$ cat src/hw/uart_mon_pkg.sv
// ####################
// uart_mon package
// shared constants and types for the serial debug monitor
// ####################

`default_nettype none

package uart_mon_pkg;

	// clock cycles per UART bit, small for simulation
	localparam int CLKS_PER_BIT = 8;
	localparam int BAUD_CNT_W = $clog2(CLKS_PER_BIT);
	localparam int HALF_BIT = CLKS_PER_BIT / 2;

	// fifo depths
	localparam int RX_DEPTH = 4;
	localparam int TX_DEPTH = 8;

	// ascii codes used by parser and sender
	localparam logic [7:0] CHR_CR = 8'h0d;
	localparam logic [7:0] CHR_LF = 8'h0a;
	localparam logic [7:0] CHR_SP = 8'h20;
	localparam logic [7:0] CHR_W = "w";
	localparam logic [7:0] CHR_R = "r";
	localparam logic [7:0] CHR_G = "g";

	// one received byte, frame_err set when the stop bit was low
	typedef struct packed {
		logic       frame_err;
		logic [7:0] data;
	} rx_entry_t;

	typedef enum logic [1:0] {
		RESP_OK   = 2'd0,
		RESP_DATA = 2'd1,
		RESP_ERR  = 2'd2
	} resp_kind_e;

	typedef struct packed {
		resp_kind_e  kind;
		logic [31:0] data;
	} resp_req_t;

	typedef struct packed {
		logic        wr;
		logic [31:0] adr;
		logic [31:0] wdata;
	} mem_req_t;

endpackage

`default_nettype wire

$ cat src/hw/uart_serial.sv
// ####################
// uart_serial
// bit-level UART receiver and transmitter
// ####################

`timescale 1ns/1ps
`default_nettype none

module uart_serial
	import uart_mon_pkg::*;
(
	input  wire logic       clk,
	input  wire logic       i_rst_n,
	input  wire logic       i_rx,
	output logic            o_tx,
	output logic            o_rx_strobe,
	output rx_entry_t       o_rx_entry,
	input  wire logic       i_rx_full,
	output logic            o_rx_overrun,
	input  wire logic [7:0] i_tx_char,
	input  wire logic       i_tx_empty,
	output logic            o_tx_pop
);

	typedef enum logic [1:0] {RX_IDLE, RX_START, RX_DATA, RX_STOP} rx_state_e;

	rx_state_e             rx_state;
	logic [1:0]            rx_sync;
	logic [BAUD_CNT_W-1:0] rx_cnt;
	logic [2:0]            rx_bit;
	logic [7:0]            rx_shift;
	logic                  rx_done;

	logic                  tx_busy;
	logic [BAUD_CNT_W-1:0] tx_cnt;
	logic [3:0]            tx_bit;
	logic [9:0]            tx_shift;
	logic                  tx_tick;
	logic                  tx_last;

	// two flop synchronizer, idles high
	always_ff @(posedge clk) begin
		if (!i_rst_n)
			rx_sync <= 2'b11;
		else
			rx_sync <= {rx_sync[0], i_rx};
	end

	always_ff @(posedge clk) begin
		if (!i_rst_n) begin
			rx_state <= RX_IDLE;
			rx_cnt <= '0;
			rx_bit <= '0;
			rx_done <= 1'b0;
		end else begin
			rx_done <= 1'b0;
			rx_cnt <= rx_cnt + 1'b1;
			case (rx_state)
			RX_IDLE: begin
				rx_cnt <= '0;
				if (!rx_sync[1])
					rx_state <= RX_START;
			end
			RX_START: begin
				// check the start bit at its middle
				if (rx_cnt == BAUD_CNT_W'(HALF_BIT - 1)) begin
					rx_cnt <= '0;
					rx_bit <= '0;
					rx_state <= rx_sync[1] ? RX_IDLE : RX_DATA;
				end
			end
			RX_DATA: begin
				if (rx_cnt == BAUD_CNT_W'(CLKS_PER_BIT - 1)) begin
					rx_cnt <= '0;
					rx_bit <= rx_bit + 1'b1;
					if (rx_bit == 3'd7)
						rx_state <= RX_STOP;
				end
			end
			default: begin
				if (rx_cnt == BAUD_CNT_W'(CLKS_PER_BIT - 1)) begin
					rx_done <= 1'b1;
					rx_state <= RX_IDLE;
				end
			end
			endcase
		end
	end

	// lsb first, sampled mid-bit
	always_ff @(posedge clk) begin
		if (rx_state == RX_DATA && rx_cnt == BAUD_CNT_W'(CLKS_PER_BIT - 1))
			rx_shift <= {rx_sync[1], rx_shift[7:1]};
		if (rx_state == RX_STOP && rx_cnt == BAUD_CNT_W'(CLKS_PER_BIT - 1))
			o_rx_entry <= '{frame_err: ~rx_sync[1], data: rx_shift};
	end

	// a byte arriving at a full fifo is dropped
	assign o_rx_strobe = rx_done & ~i_rx_full;

	always_ff @(posedge clk) begin
		if (!i_rst_n)
			o_rx_overrun <= 1'b0;
		else if (rx_done && i_rx_full)
			o_rx_overrun <= 1'b1;
	end

	assign tx_tick = tx_busy && tx_cnt == BAUD_CNT_W'(CLKS_PER_BIT - 1);
	assign tx_last = tx_tick && tx_bit == 4'd9;
	// next character may load in the last cycle of the stop bit
	assign o_tx_pop = (~tx_busy | tx_last) & ~i_tx_empty;

	always_ff @(posedge clk) begin
		if (!i_rst_n) begin
			tx_busy <= 1'b0;
			tx_cnt <= '0;
			tx_bit <= '0;
			tx_shift <= '1;
		end else if (o_tx_pop) begin
			tx_busy <= 1'b1;
			tx_cnt <= '0;
			tx_bit <= '0;
			tx_shift <= {1'b1, i_tx_char, 1'b0};
		end else if (tx_busy) begin
			tx_cnt <= tx_cnt + 1'b1;
			if (tx_tick) begin
				tx_cnt <= '0;
				tx_bit <= tx_bit + 1'b1;
				tx_shift <= {1'b1, tx_shift[9:1]};
				if (tx_last)
					tx_busy <= 1'b0;
			end
		end
	end

	assign o_tx = tx_shift[0];

endmodule

`default_nettype wire

$ cat src/hw/uart_fifo.sv
// ####################
// uart_fifo
// first-word-fall-through fifo, payload type set by parameter
// ####################

`timescale 1ns/1ps
`default_nettype none

module uart_fifo #(
	parameter type T_ENTRY = logic [7:0],
	parameter int  DEPTH   = 4
) (
	input  wire logic   clk,
	input  wire logic   i_rst_n,
	input  wire logic   i_push,
	input  wire T_ENTRY i_wdata,
	input  wire logic   i_pop,
	output T_ENTRY      o_rdata,
	output logic        o_empty,
	output logic        o_full
);

	T_ENTRY                       mem [DEPTH];
	logic [$clog2(DEPTH)-1:0]     wr_ptr;
	logic [$clog2(DEPTH)-1:0]     rd_ptr;
	logic [$clog2(DEPTH+1)-1:0]   count;
	logic                         do_push;
	logic                         do_pop;

	assign do_push = i_push & ~o_full;
	assign do_pop = i_pop & ~o_empty;

	always_ff @(posedge clk) begin
		if (do_push)
			mem[wr_ptr] <= i_wdata;
	end

	always_ff @(posedge clk) begin
		if (!i_rst_n) begin
			wr_ptr <= '0;
			rd_ptr <= '0;
			count <= '0;
		end else begin
			if (do_push)
				wr_ptr <= (wr_ptr == $bits(wr_ptr)'(DEPTH - 1)) ? '0 : wr_ptr + 1'b1;
			if (do_pop)
				rd_ptr <= (rd_ptr == $bits(rd_ptr)'(DEPTH - 1)) ? '0 : rd_ptr + 1'b1;
			if (do_push && !do_pop)
				count <= count + 1'b1;
			else if (do_pop && !do_push)
				count <= count - 1'b1;
		end
	end

	// head of queue, valid while not empty
	assign o_rdata = mem[rd_ptr];
	assign o_empty = (count == '0);
	assign o_full = (count == $bits(count)'(DEPTH));

endmodule

`default_nettype wire

$ cat src/hw/uart_cmd_parser.sv
// ####################
// uart_cmd_parser
// decodes w/r/g command lines, drives memory port and cpu start
// ####################

`timescale 1ns/1ps
`default_nettype none

module uart_cmd_parser
	import uart_mon_pkg::*;
(
	input  wire logic        clk,
	input  wire logic        i_rst_n,
	input  wire rx_entry_t   i_rx_entry,
	input  wire logic        i_rx_empty,
	input  wire logic [31:0] i_mem_rdata,
	input  wire logic        i_mem_rvalid,
	input  wire logic        i_busy,
	output logic             o_rx_pop,
	output logic             o_mem_strobe,
	output mem_req_t         o_mem_req,
	output logic             o_cpu_start,
	output logic [31:0]      o_start_adr,
	output logic             o_resp_strobe,
	output resp_req_t        o_resp_req
);

	typedef enum logic [1:0] {S_IDLE, S_LINE, S_WAIT} state_e;

	state_e      state;
	logic [7:0]  letter;
	logic [1:0]  nfields;
	logic        in_field;
	logic        err;
	logic [31:0] field0;
	logic [31:0] field1;
	logic [7:0]  c;
	logic        is_term;
	logic        is_space;
	logic [4:0]  hex;
	logic        cmd_ok;

	// returns {valid, nibble}
	function automatic logic [4:0] hex_value(input logic [7:0] ch);
		logic [4:0] v;
		v = 5'h00;
		if (ch >= "0" && ch <= "9")
			v = {1'b1, 4'(ch - 8'h30)};
		else if (ch >= "a" && ch <= "f")
			v = {1'b1, 4'(ch - 8'h57)};
		else if (ch >= "A" && ch <= "F")
			v = {1'b1, 4'(ch - 8'h37)};
		return v;
	endfunction

	always_comb begin
		c = i_rx_entry.data;
		is_term = (c == CHR_CR) || (c == CHR_LF);
		is_space = (c == CHR_SP);
		hex = hex_value(c);
		cmd_ok = !err && (((letter == CHR_W) && nfields == 2'd2) ||
			((letter == CHR_R || letter == CHR_G) && nfields == 2'd1));
	end

	// hold input while a read is outstanding or a reply is going out
	assign o_rx_pop = ~i_rx_empty & ~i_busy & (state != S_WAIT);

	always_ff @(posedge clk) begin
		o_mem_strobe <= 1'b0;
		o_cpu_start <= 1'b0;
		o_resp_strobe <= 1'b0;
		if (!i_rst_n) begin
			state <= S_IDLE;
			nfields <= '0;
			in_field <= 1'b0;
			err <= 1'b0;
		end else if (state == S_WAIT) begin
			if (i_mem_rvalid) begin
				o_resp_strobe <= 1'b1;
				o_resp_req <= '{kind: RESP_DATA, data: i_mem_rdata};
				state <= S_IDLE;
			end
		end else if (o_rx_pop) begin
			if (is_term) begin
				nfields <= '0;
				in_field <= 1'b0;
				err <= 1'b0;
				state <= S_IDLE;
				// empty line gives no reply
				if (state == S_LINE) begin
					if (!cmd_ok) begin
						o_resp_strobe <= 1'b1;
						o_resp_req <= '{kind: RESP_ERR, data: 32'h0};
					end else if (letter == CHR_W) begin
						o_mem_strobe <= 1'b1;
						o_mem_req <= '{wr: 1'b1, adr: field0, wdata: field1};
						o_resp_strobe <= 1'b1;
						o_resp_req <= '{kind: RESP_OK, data: 32'h0};
					end else if (letter == CHR_R) begin
						o_mem_strobe <= 1'b1;
						o_mem_req <= '{wr: 1'b0, adr: field0, wdata: 32'h0};
						state <= S_WAIT;
					end else begin
						o_cpu_start <= 1'b1;
						o_start_adr <= field0;
						o_resp_strobe <= 1'b1;
						o_resp_req <= '{kind: RESP_OK, data: 32'h0};
					end
				end
			end else if (state == S_IDLE) begin
				// first non-space is the command letter
				if (!is_space || i_rx_entry.frame_err) begin
					letter <= c;
					err <= i_rx_entry.frame_err;
					state <= S_LINE;
				end
			end else if (i_rx_entry.frame_err || (!is_space && !hex[4])) begin
				err <= 1'b1;
			end else if (is_space) begin
				in_field <= 1'b0;
			end else if (!in_field) begin
				in_field <= 1'b1;
				if (nfields != 2'd3)
					nfields <= nfields + 1'b1;
				if (nfields == 2'd0)
					field0 <= {28'h0, hex[3:0]};
				else if (nfields == 2'd1)
					field1 <= {28'h0, hex[3:0]};
			end else if (nfields == 2'd1) begin
				// long fields keep their last eight digits
				field0 <= {field0[27:0], hex[3:0]};
			end else if (nfields == 2'd2) begin
				field1 <= {field1[27:0], hex[3:0]};
			end
		end
	end

endmodule

`default_nettype wire

$ cat src/hw/uart_resp_sender.sv
// ####################
// uart_resp_sender
// turns a response request into ascii for the tx fifo
// ####################

`timescale 1ns/1ps
`default_nettype none

module uart_resp_sender
	import uart_mon_pkg::*;
(
	input  wire logic      clk,
	input  wire logic      i_rst_n,
	input  wire logic      i_resp_strobe,
	input  wire resp_req_t i_resp_req,
	input  wire logic      i_tx_full,
	output logic           o_busy,
	output logic           o_tx_push,
	output logic [7:0]     o_tx_char
);

	resp_kind_e  kind;
	logic [31:0] data_sr;
	logic [3:0]  idx;
	logic        last;

	function automatic logic [7:0] hex_char(input logic [3:0] n);
		logic [7:0] ch;
		if (n < 4'd10)
			ch = 8'h30 + {4'h0, n};
		else
			ch = 8'h37 + {4'h0, n};
		return ch;
	endfunction

	// character for the current index
	always_comb begin
		o_tx_char = CHR_LF;
		last = 1'b0;
		case (kind)
		RESP_OK: begin
			case (idx)
			4'd0: o_tx_char = "O";
			4'd1: o_tx_char = "K";
			4'd2: o_tx_char = CHR_CR;
			default: last = 1'b1;
			endcase
		end
		RESP_DATA: begin
			if (idx < 4'd8)
				o_tx_char = hex_char(data_sr[31:28]);
			else if (idx == 4'd8)
				o_tx_char = CHR_CR;
			else
				last = 1'b1;
		end
		default: begin
			case (idx)
			4'd0: o_tx_char = "?";
			4'd1: o_tx_char = CHR_CR;
			default: last = 1'b1;
			endcase
		end
		endcase
	end

	// full tx fifo stalls the sequence
	assign o_tx_push = o_busy & ~i_tx_full;

	always_ff @(posedge clk) begin
		if (!i_rst_n) begin
			o_busy <= 1'b0;
			idx <= '0;
		end else if (!o_busy && i_resp_strobe) begin
			o_busy <= 1'b1;
			idx <= '0;
		end else if (o_tx_push) begin
			if (last)
				o_busy <= 1'b0;
			else
				idx <= idx + 1'b1;
		end
	end

	// nibbles go out msb first
	always_ff @(posedge clk) begin
		if (!o_busy && i_resp_strobe) begin
			kind <= i_resp_req.kind;
			data_sr <= i_resp_req.data;
		end else if (o_tx_push) begin
			data_sr <= {data_sr[27:0], 4'h0};
		end
	end

endmodule

`default_nettype wire

$ cat src/hw/uart_mon_top.sv
// ####################
// uart_mon_top
// serial debug monitor, uart line to memory port and cpu start
// ####################

`timescale 1ns/1ps
`default_nettype none

module uart_mon_top
	import uart_mon_pkg::*;
(
	input  wire logic        clk,
	input  wire logic        i_rst_n,
	input  wire logic        i_rx,
	output logic             o_tx,
	output logic             o_mem_strobe,
	output mem_req_t         o_mem_req,
	input  wire logic [31:0] i_mem_rdata,
	input  wire logic        i_mem_rvalid,
	output logic             o_cpu_start,
	output logic [31:0]      o_start_adr,
	output logic             o_rx_overrun
);

	// inbound chain
	logic      rx_strobe;
	rx_entry_t rx_entry;
	rx_entry_t rx_head;
	logic      rx_pop;
	logic      rx_empty;
	logic      rx_full;

	// outbound chain
	logic       resp_strobe;
	resp_req_t  resp_req;
	logic       busy;
	logic       tx_push;
	logic [7:0] tx_char;
	logic [7:0] tx_head;
	logic       tx_pop;
	logic       tx_empty;
	logic       tx_full;

	uart_serial u_serial (
		.clk(clk),
		.i_rst_n(i_rst_n),
		.i_rx(i_rx),
		.o_tx(o_tx),
		.o_rx_strobe(rx_strobe),
		.o_rx_entry(rx_entry),
		.i_rx_full(rx_full),
		.o_rx_overrun(o_rx_overrun),
		.i_tx_char(tx_head),
		.i_tx_empty(tx_empty),
		.o_tx_pop(tx_pop)
	);

	uart_fifo #(.T_ENTRY(rx_entry_t), .DEPTH(RX_DEPTH)) u_rx_fifo (
		.clk(clk),
		.i_rst_n(i_rst_n),
		.i_push(rx_strobe),
		.i_wdata(rx_entry),
		.i_pop(rx_pop),
		.o_rdata(rx_head),
		.o_empty(rx_empty),
		.o_full(rx_full)
	);

	uart_cmd_parser u_parser (
		.clk(clk),
		.i_rst_n(i_rst_n),
		.i_rx_entry(rx_head),
		.i_rx_empty(rx_empty),
		.i_mem_rdata(i_mem_rdata),
		.i_mem_rvalid(i_mem_rvalid),
		.i_busy(busy),
		.o_rx_pop(rx_pop),
		.o_mem_strobe(o_mem_strobe),
		.o_mem_req(o_mem_req),
		.o_cpu_start(o_cpu_start),
		.o_start_adr(o_start_adr),
		.o_resp_strobe(resp_strobe),
		.o_resp_req(resp_req)
	);

	uart_resp_sender u_sender (
		.clk(clk),
		.i_rst_n(i_rst_n),
		.i_resp_strobe(resp_strobe),
		.i_resp_req(resp_req),
		.i_tx_full(tx_full),
		.o_busy(busy),
		.o_tx_push(tx_push),
		.o_tx_char(tx_char)
	);

	uart_fifo #(.T_ENTRY(logic [7:0]), .DEPTH(TX_DEPTH)) u_tx_fifo (
		.clk(clk),
		.i_rst_n(i_rst_n),
		.i_push(tx_push),
		.i_wdata(tx_char),
		.i_pop(tx_pop),
		.o_rdata(tx_head),
		.o_empty(tx_empty),
		.o_full(tx_full)
	);

endmodule

`default_nettype wire

$ cat config.mk
export PLATFORM = sky130hd
export DESIGN_NAME = uart_mon_top
export DESIGN_NICKNAME = d
export VERILOG_FILES = /design/src/hw/uart_mon_pkg.sv /design/src/hw/uart_serial.sv /design/src/hw/uart_fifo.sv /design/src/hw/uart_cmd_parser.sv /design/src/hw/uart_resp_sender.sv /design/src/hw/uart_mon_top.sv
export SDC_FILE = /design/constraint.sdc
export NUM_CORES = 1
export LEC_CHECK = 0
export BUFFER_PORTS_ARGS = -buffer_cell sky130_fd_sc_hd__buf_2
export CAP_MARGIN = 20
export CORE_MARGIN = 2
export CORE_UTILIZATION = 55
export CTS_CLUSTER_DIAMETER = 30
export DETAILED_ROUTE_END_ITERATION = 7
export HOLD_SLACK_MARGIN = 0.03
export PLACE_DENSITY = 0.77
export SLEW_MARGIN = 30
export SYNTH_ARGS = -nofsm -noshare
export SYNTH_HDL_FRONTEND = slang
export SYNTH_SLANG_ARGS = --single-unit
$ cat constraint.sdc
create_clock -name clk -period 15.3 [get_ports clk]
set_clock_uncertainty 0.15 [all_clocks]
set_input_delay 1.53 -clock clk [delete_from_list [all_inputs] [get_ports clk]]
set_output_delay 1.53 -clock clk [all_outputs]
set_load 0.02 [all_outputs]
==> results.md <==
- Run status: finished clean
- Starting density of the core: 55.9%
- Syn Std Cell Area: around 16000 µm²
- Final Cell Area: a little under 20000 µm²
- Via count: 9032
- Tot Pwr: between 3 and 4 mW
- Syn_area_per_cell: 14.8 µm²
- GRT Total Usage: approximately a fifth
- Synth area leaders: edfxtp_1 (65%), dfxtp_1 (8.1%), and2_1 (5.4%)
- Num rows: 62
- CP Launch Type: input pin
- Hold slack: roughly 0.27 ns
- VDD IR max: 0.0930 mV
- Vias in the first global route: ~9.3k
- Worst slack at placement: around 11 ns
- Gr ovfl total: 0
- Clock Path Buffers: 3
- Final setup vio count: 0
- Post-route insts no fill: around 1.7k
- Clock sinks: just over 400
- Synthesized flop and latch total: between 400 and 500
- Initial DRC count: 695
- Post-CTS Setup Inserts: 0
- Die Ht: approximately 170 µm
- Core Area: about 29000 µm²
- Fin worst setup slack: between 10 and 15 ns
- Placed insts: around 1.6k
- DRT Pass-1 Iters: 8
- Antenna violations before repair: 0
- # DRC: 0
- Crit path max-delay cell type: clkinv_1
- Critical Path, Cell by Cell: buf_2 -> clkinv_1 -> nor2_1 -> nand4_1 -> nor2_4 -> buf_4
- Post-DP Area: around 17000 µm²
- Synth Instances: roughly 1.1k
- Die area: a little over 30000 µm²
- Post-synth EDFFs: around 350
- Share of the synthesized area in the top cell type: between 60% and 70%
- Total CTS buffers: 70
- Gpl congestion: ~0.80
- CP Max Fanout: 65
- Sequential fraction of the synthesis area: between 70% and 80%
- H-tree levels: 3
- RSZ-0062 raised after global routing: no
- Hold Vio Cnt, Final: 0
- Slew @ Worst Pin: about 0.94 ns
- Async S/R FF share, synth: 0%
- Final ANT Viol Nets: 0
- Die Span X: between 150 and 200 µm
- Core Util, Final: between 60% and 70%
- Syn Nets: about 1.2k
- CTS Hold Buffers Added: 0
- Maxcap violations: 0
- Post-DP HPWL: approximately 18 mm
- Hold Path Class: flip-flop to flip-flop
- Port Buffers: 136
- Avg WL per Cell: 17.2 µm
- PD cells: around 160 nW/µm²
- Area leader, netlist: edfxtp_1
- Layout cells sized above 1: between 20% and 30%
- CTS-repair resized insts: 0
- Ys flop type: edfxtp_1
- TritonCTS clock tree: built
- Crit. End Element: flip-flop
- First-pass GRT wire length: about 47 mm
- Ant diodes: 0
- # IOs: approximately 140
- Area grow syn2layout: 23.0%
- Worst skew pair latency: 0.57 ns
- Setup TNS: 0 ns
- CTS clk-pin slew, worst paths: ~0.05 ns
- Tcrit/Tclk final: around 29%
- Fin. max-slew vios: 0
- Syn. warnings: 0
- CP Data Required Time: roughly 15 ns
- Largest net degree at the start of global routing: 66
- Slew margin rel.: 37.1%
- Clk root buf: clkbuf_16
- Arrival @ worst endpoint: around 4.4 ns
- Most numerous cell in the Yosys netlist: edfxtp_1
- Distinct cells, synth: 61
- Critical path class: input pin to flip-flop
- Worst stage delay on the critical path: 0.82 ns
- Routed wire length: just under 30 mm
- Fin nets: around 1.3k
- Fmax: 0.229 GHz
- Leakage: around 7.3 nW
- Min cycle time layout: 4.37 ns
- Synth top cells by count: edfxtp_1 (346), and2_1 (138), nand2_1 (123)
- Vias/cell: around 5.3
[flip-flops by register name (all words and copies together) (netlist names), 4 cells and up, named ones only]
name,count
u_tx_fifo.mem,56
u_sender.idx,4
u_rx_fifo.mem,36
u_serial.tx_shift,9
u_tx_fifo.count,4
u_parser.o_resp_req,34
u_serial.tx_bit,4
u_serial.rx_shift,8
u_parser.letter,8
u_serial.o_rx_entry,9
u_parser.o_start_adr,32
u_parser.field1,32
u_parser.field0,32
u_parser.o_mem_req,65
u_sender.data_sr,32
[kinds of logic (layout without fill, tap and decap cells)]
family                     after synthesis  after routing  share of synthesized area, %
DFF                                    411            411                          72.8
adders and majority gates               46             46                          3.68
AOI/OAI and AO/OA                      115            115                          4.49
and+or+nand+nor                        393            393                          12.6
muxes                                   32             32                          3.90
xor gates and xnor gates                11             11                         0.600
buffers and inverters                   77            316                          1.86
[critical path, delay by kind of cell]
family / cells / cell delay, ns
buffers and inverters: 3 / 1.88
AND/OR/NAND/NOR: 3 / 0.89
[metal layers]
layer / up-vias / GRT usage [%] / wire length (µm)
met1: 4364 / 24.9 / 12300
li1: 4345 / - / -
met3: 59 / 3.79 / 1590
met2: 264 / 33.3 / 14800
met5: - / 0 / 0
met4: 0 / 7.36 / 734
[cell usage in the layout (no fill, tap or decap), types with 10 or more instances in the layout]
| cell | count |
|---|---|
| edfxtp_1 | 346 |
| nor3_1 | 10 |
| nor2b_1 | 12 |
| nand2_1 | 123 |
| o21ai_0 | 29 |
| dfxtp_1 | 64 |
| mux4_2 | 18 |
| a211oi_1 | 16 |
| and2_1 | 138 |
| buf_2 | 136 |
| inv_1 | 35 |
| ha_1 | 44 |
| clkbuf_16 | 71 |
| a21oi_1 | 34 |
| nor2_1 | 57 |
| clkinv_1 | 10 |
[report_power, final]
part | internal (mW) | switching, mW | leakage [nW]
combinational | 0.129 | 0.162 | 2.46
sequential | 1.25 | 0.0483 | 3.65
clock | 1.01 | 0.564 | 1.17
[area by class of cell]
type / count / area, µm²
Clock inverter: 52 / 647
Sequential cell: 411 / 11700
Multi-Input combinational cell: 597 / 4150
Timing Repair Buffer: 149 / 833
Inverter: 38 / 143
Tap cell: 384 / 480
Fill cell: 1865 / 8950
Clock buffer: 77 / 1810
[final timing paths]
kind	depth (start not counted)	slack, ns	from	end
worst min register to register	0	0.27	u_parser.o_resp_req[33]$_SDFFCE_PP0P_	u_sender.kind[1]$_DFFE_PP_
worst max-delay path	6	10.93	i_rst_n	u_parser.o_mem_req[41]$_DFFE_PP_
worst max register to register	8	11.13	flip-flop	u_parser.o_mem_req[41]$_DFFE_PP_
worst min-delay path	0	0.27	u_parser.o_resp_req[33]$_SDFFCE_PP0P_	u_sender.kind[1]$_DFFE_PP_
No activity file was read; power rests on OpenSTA's default activity.
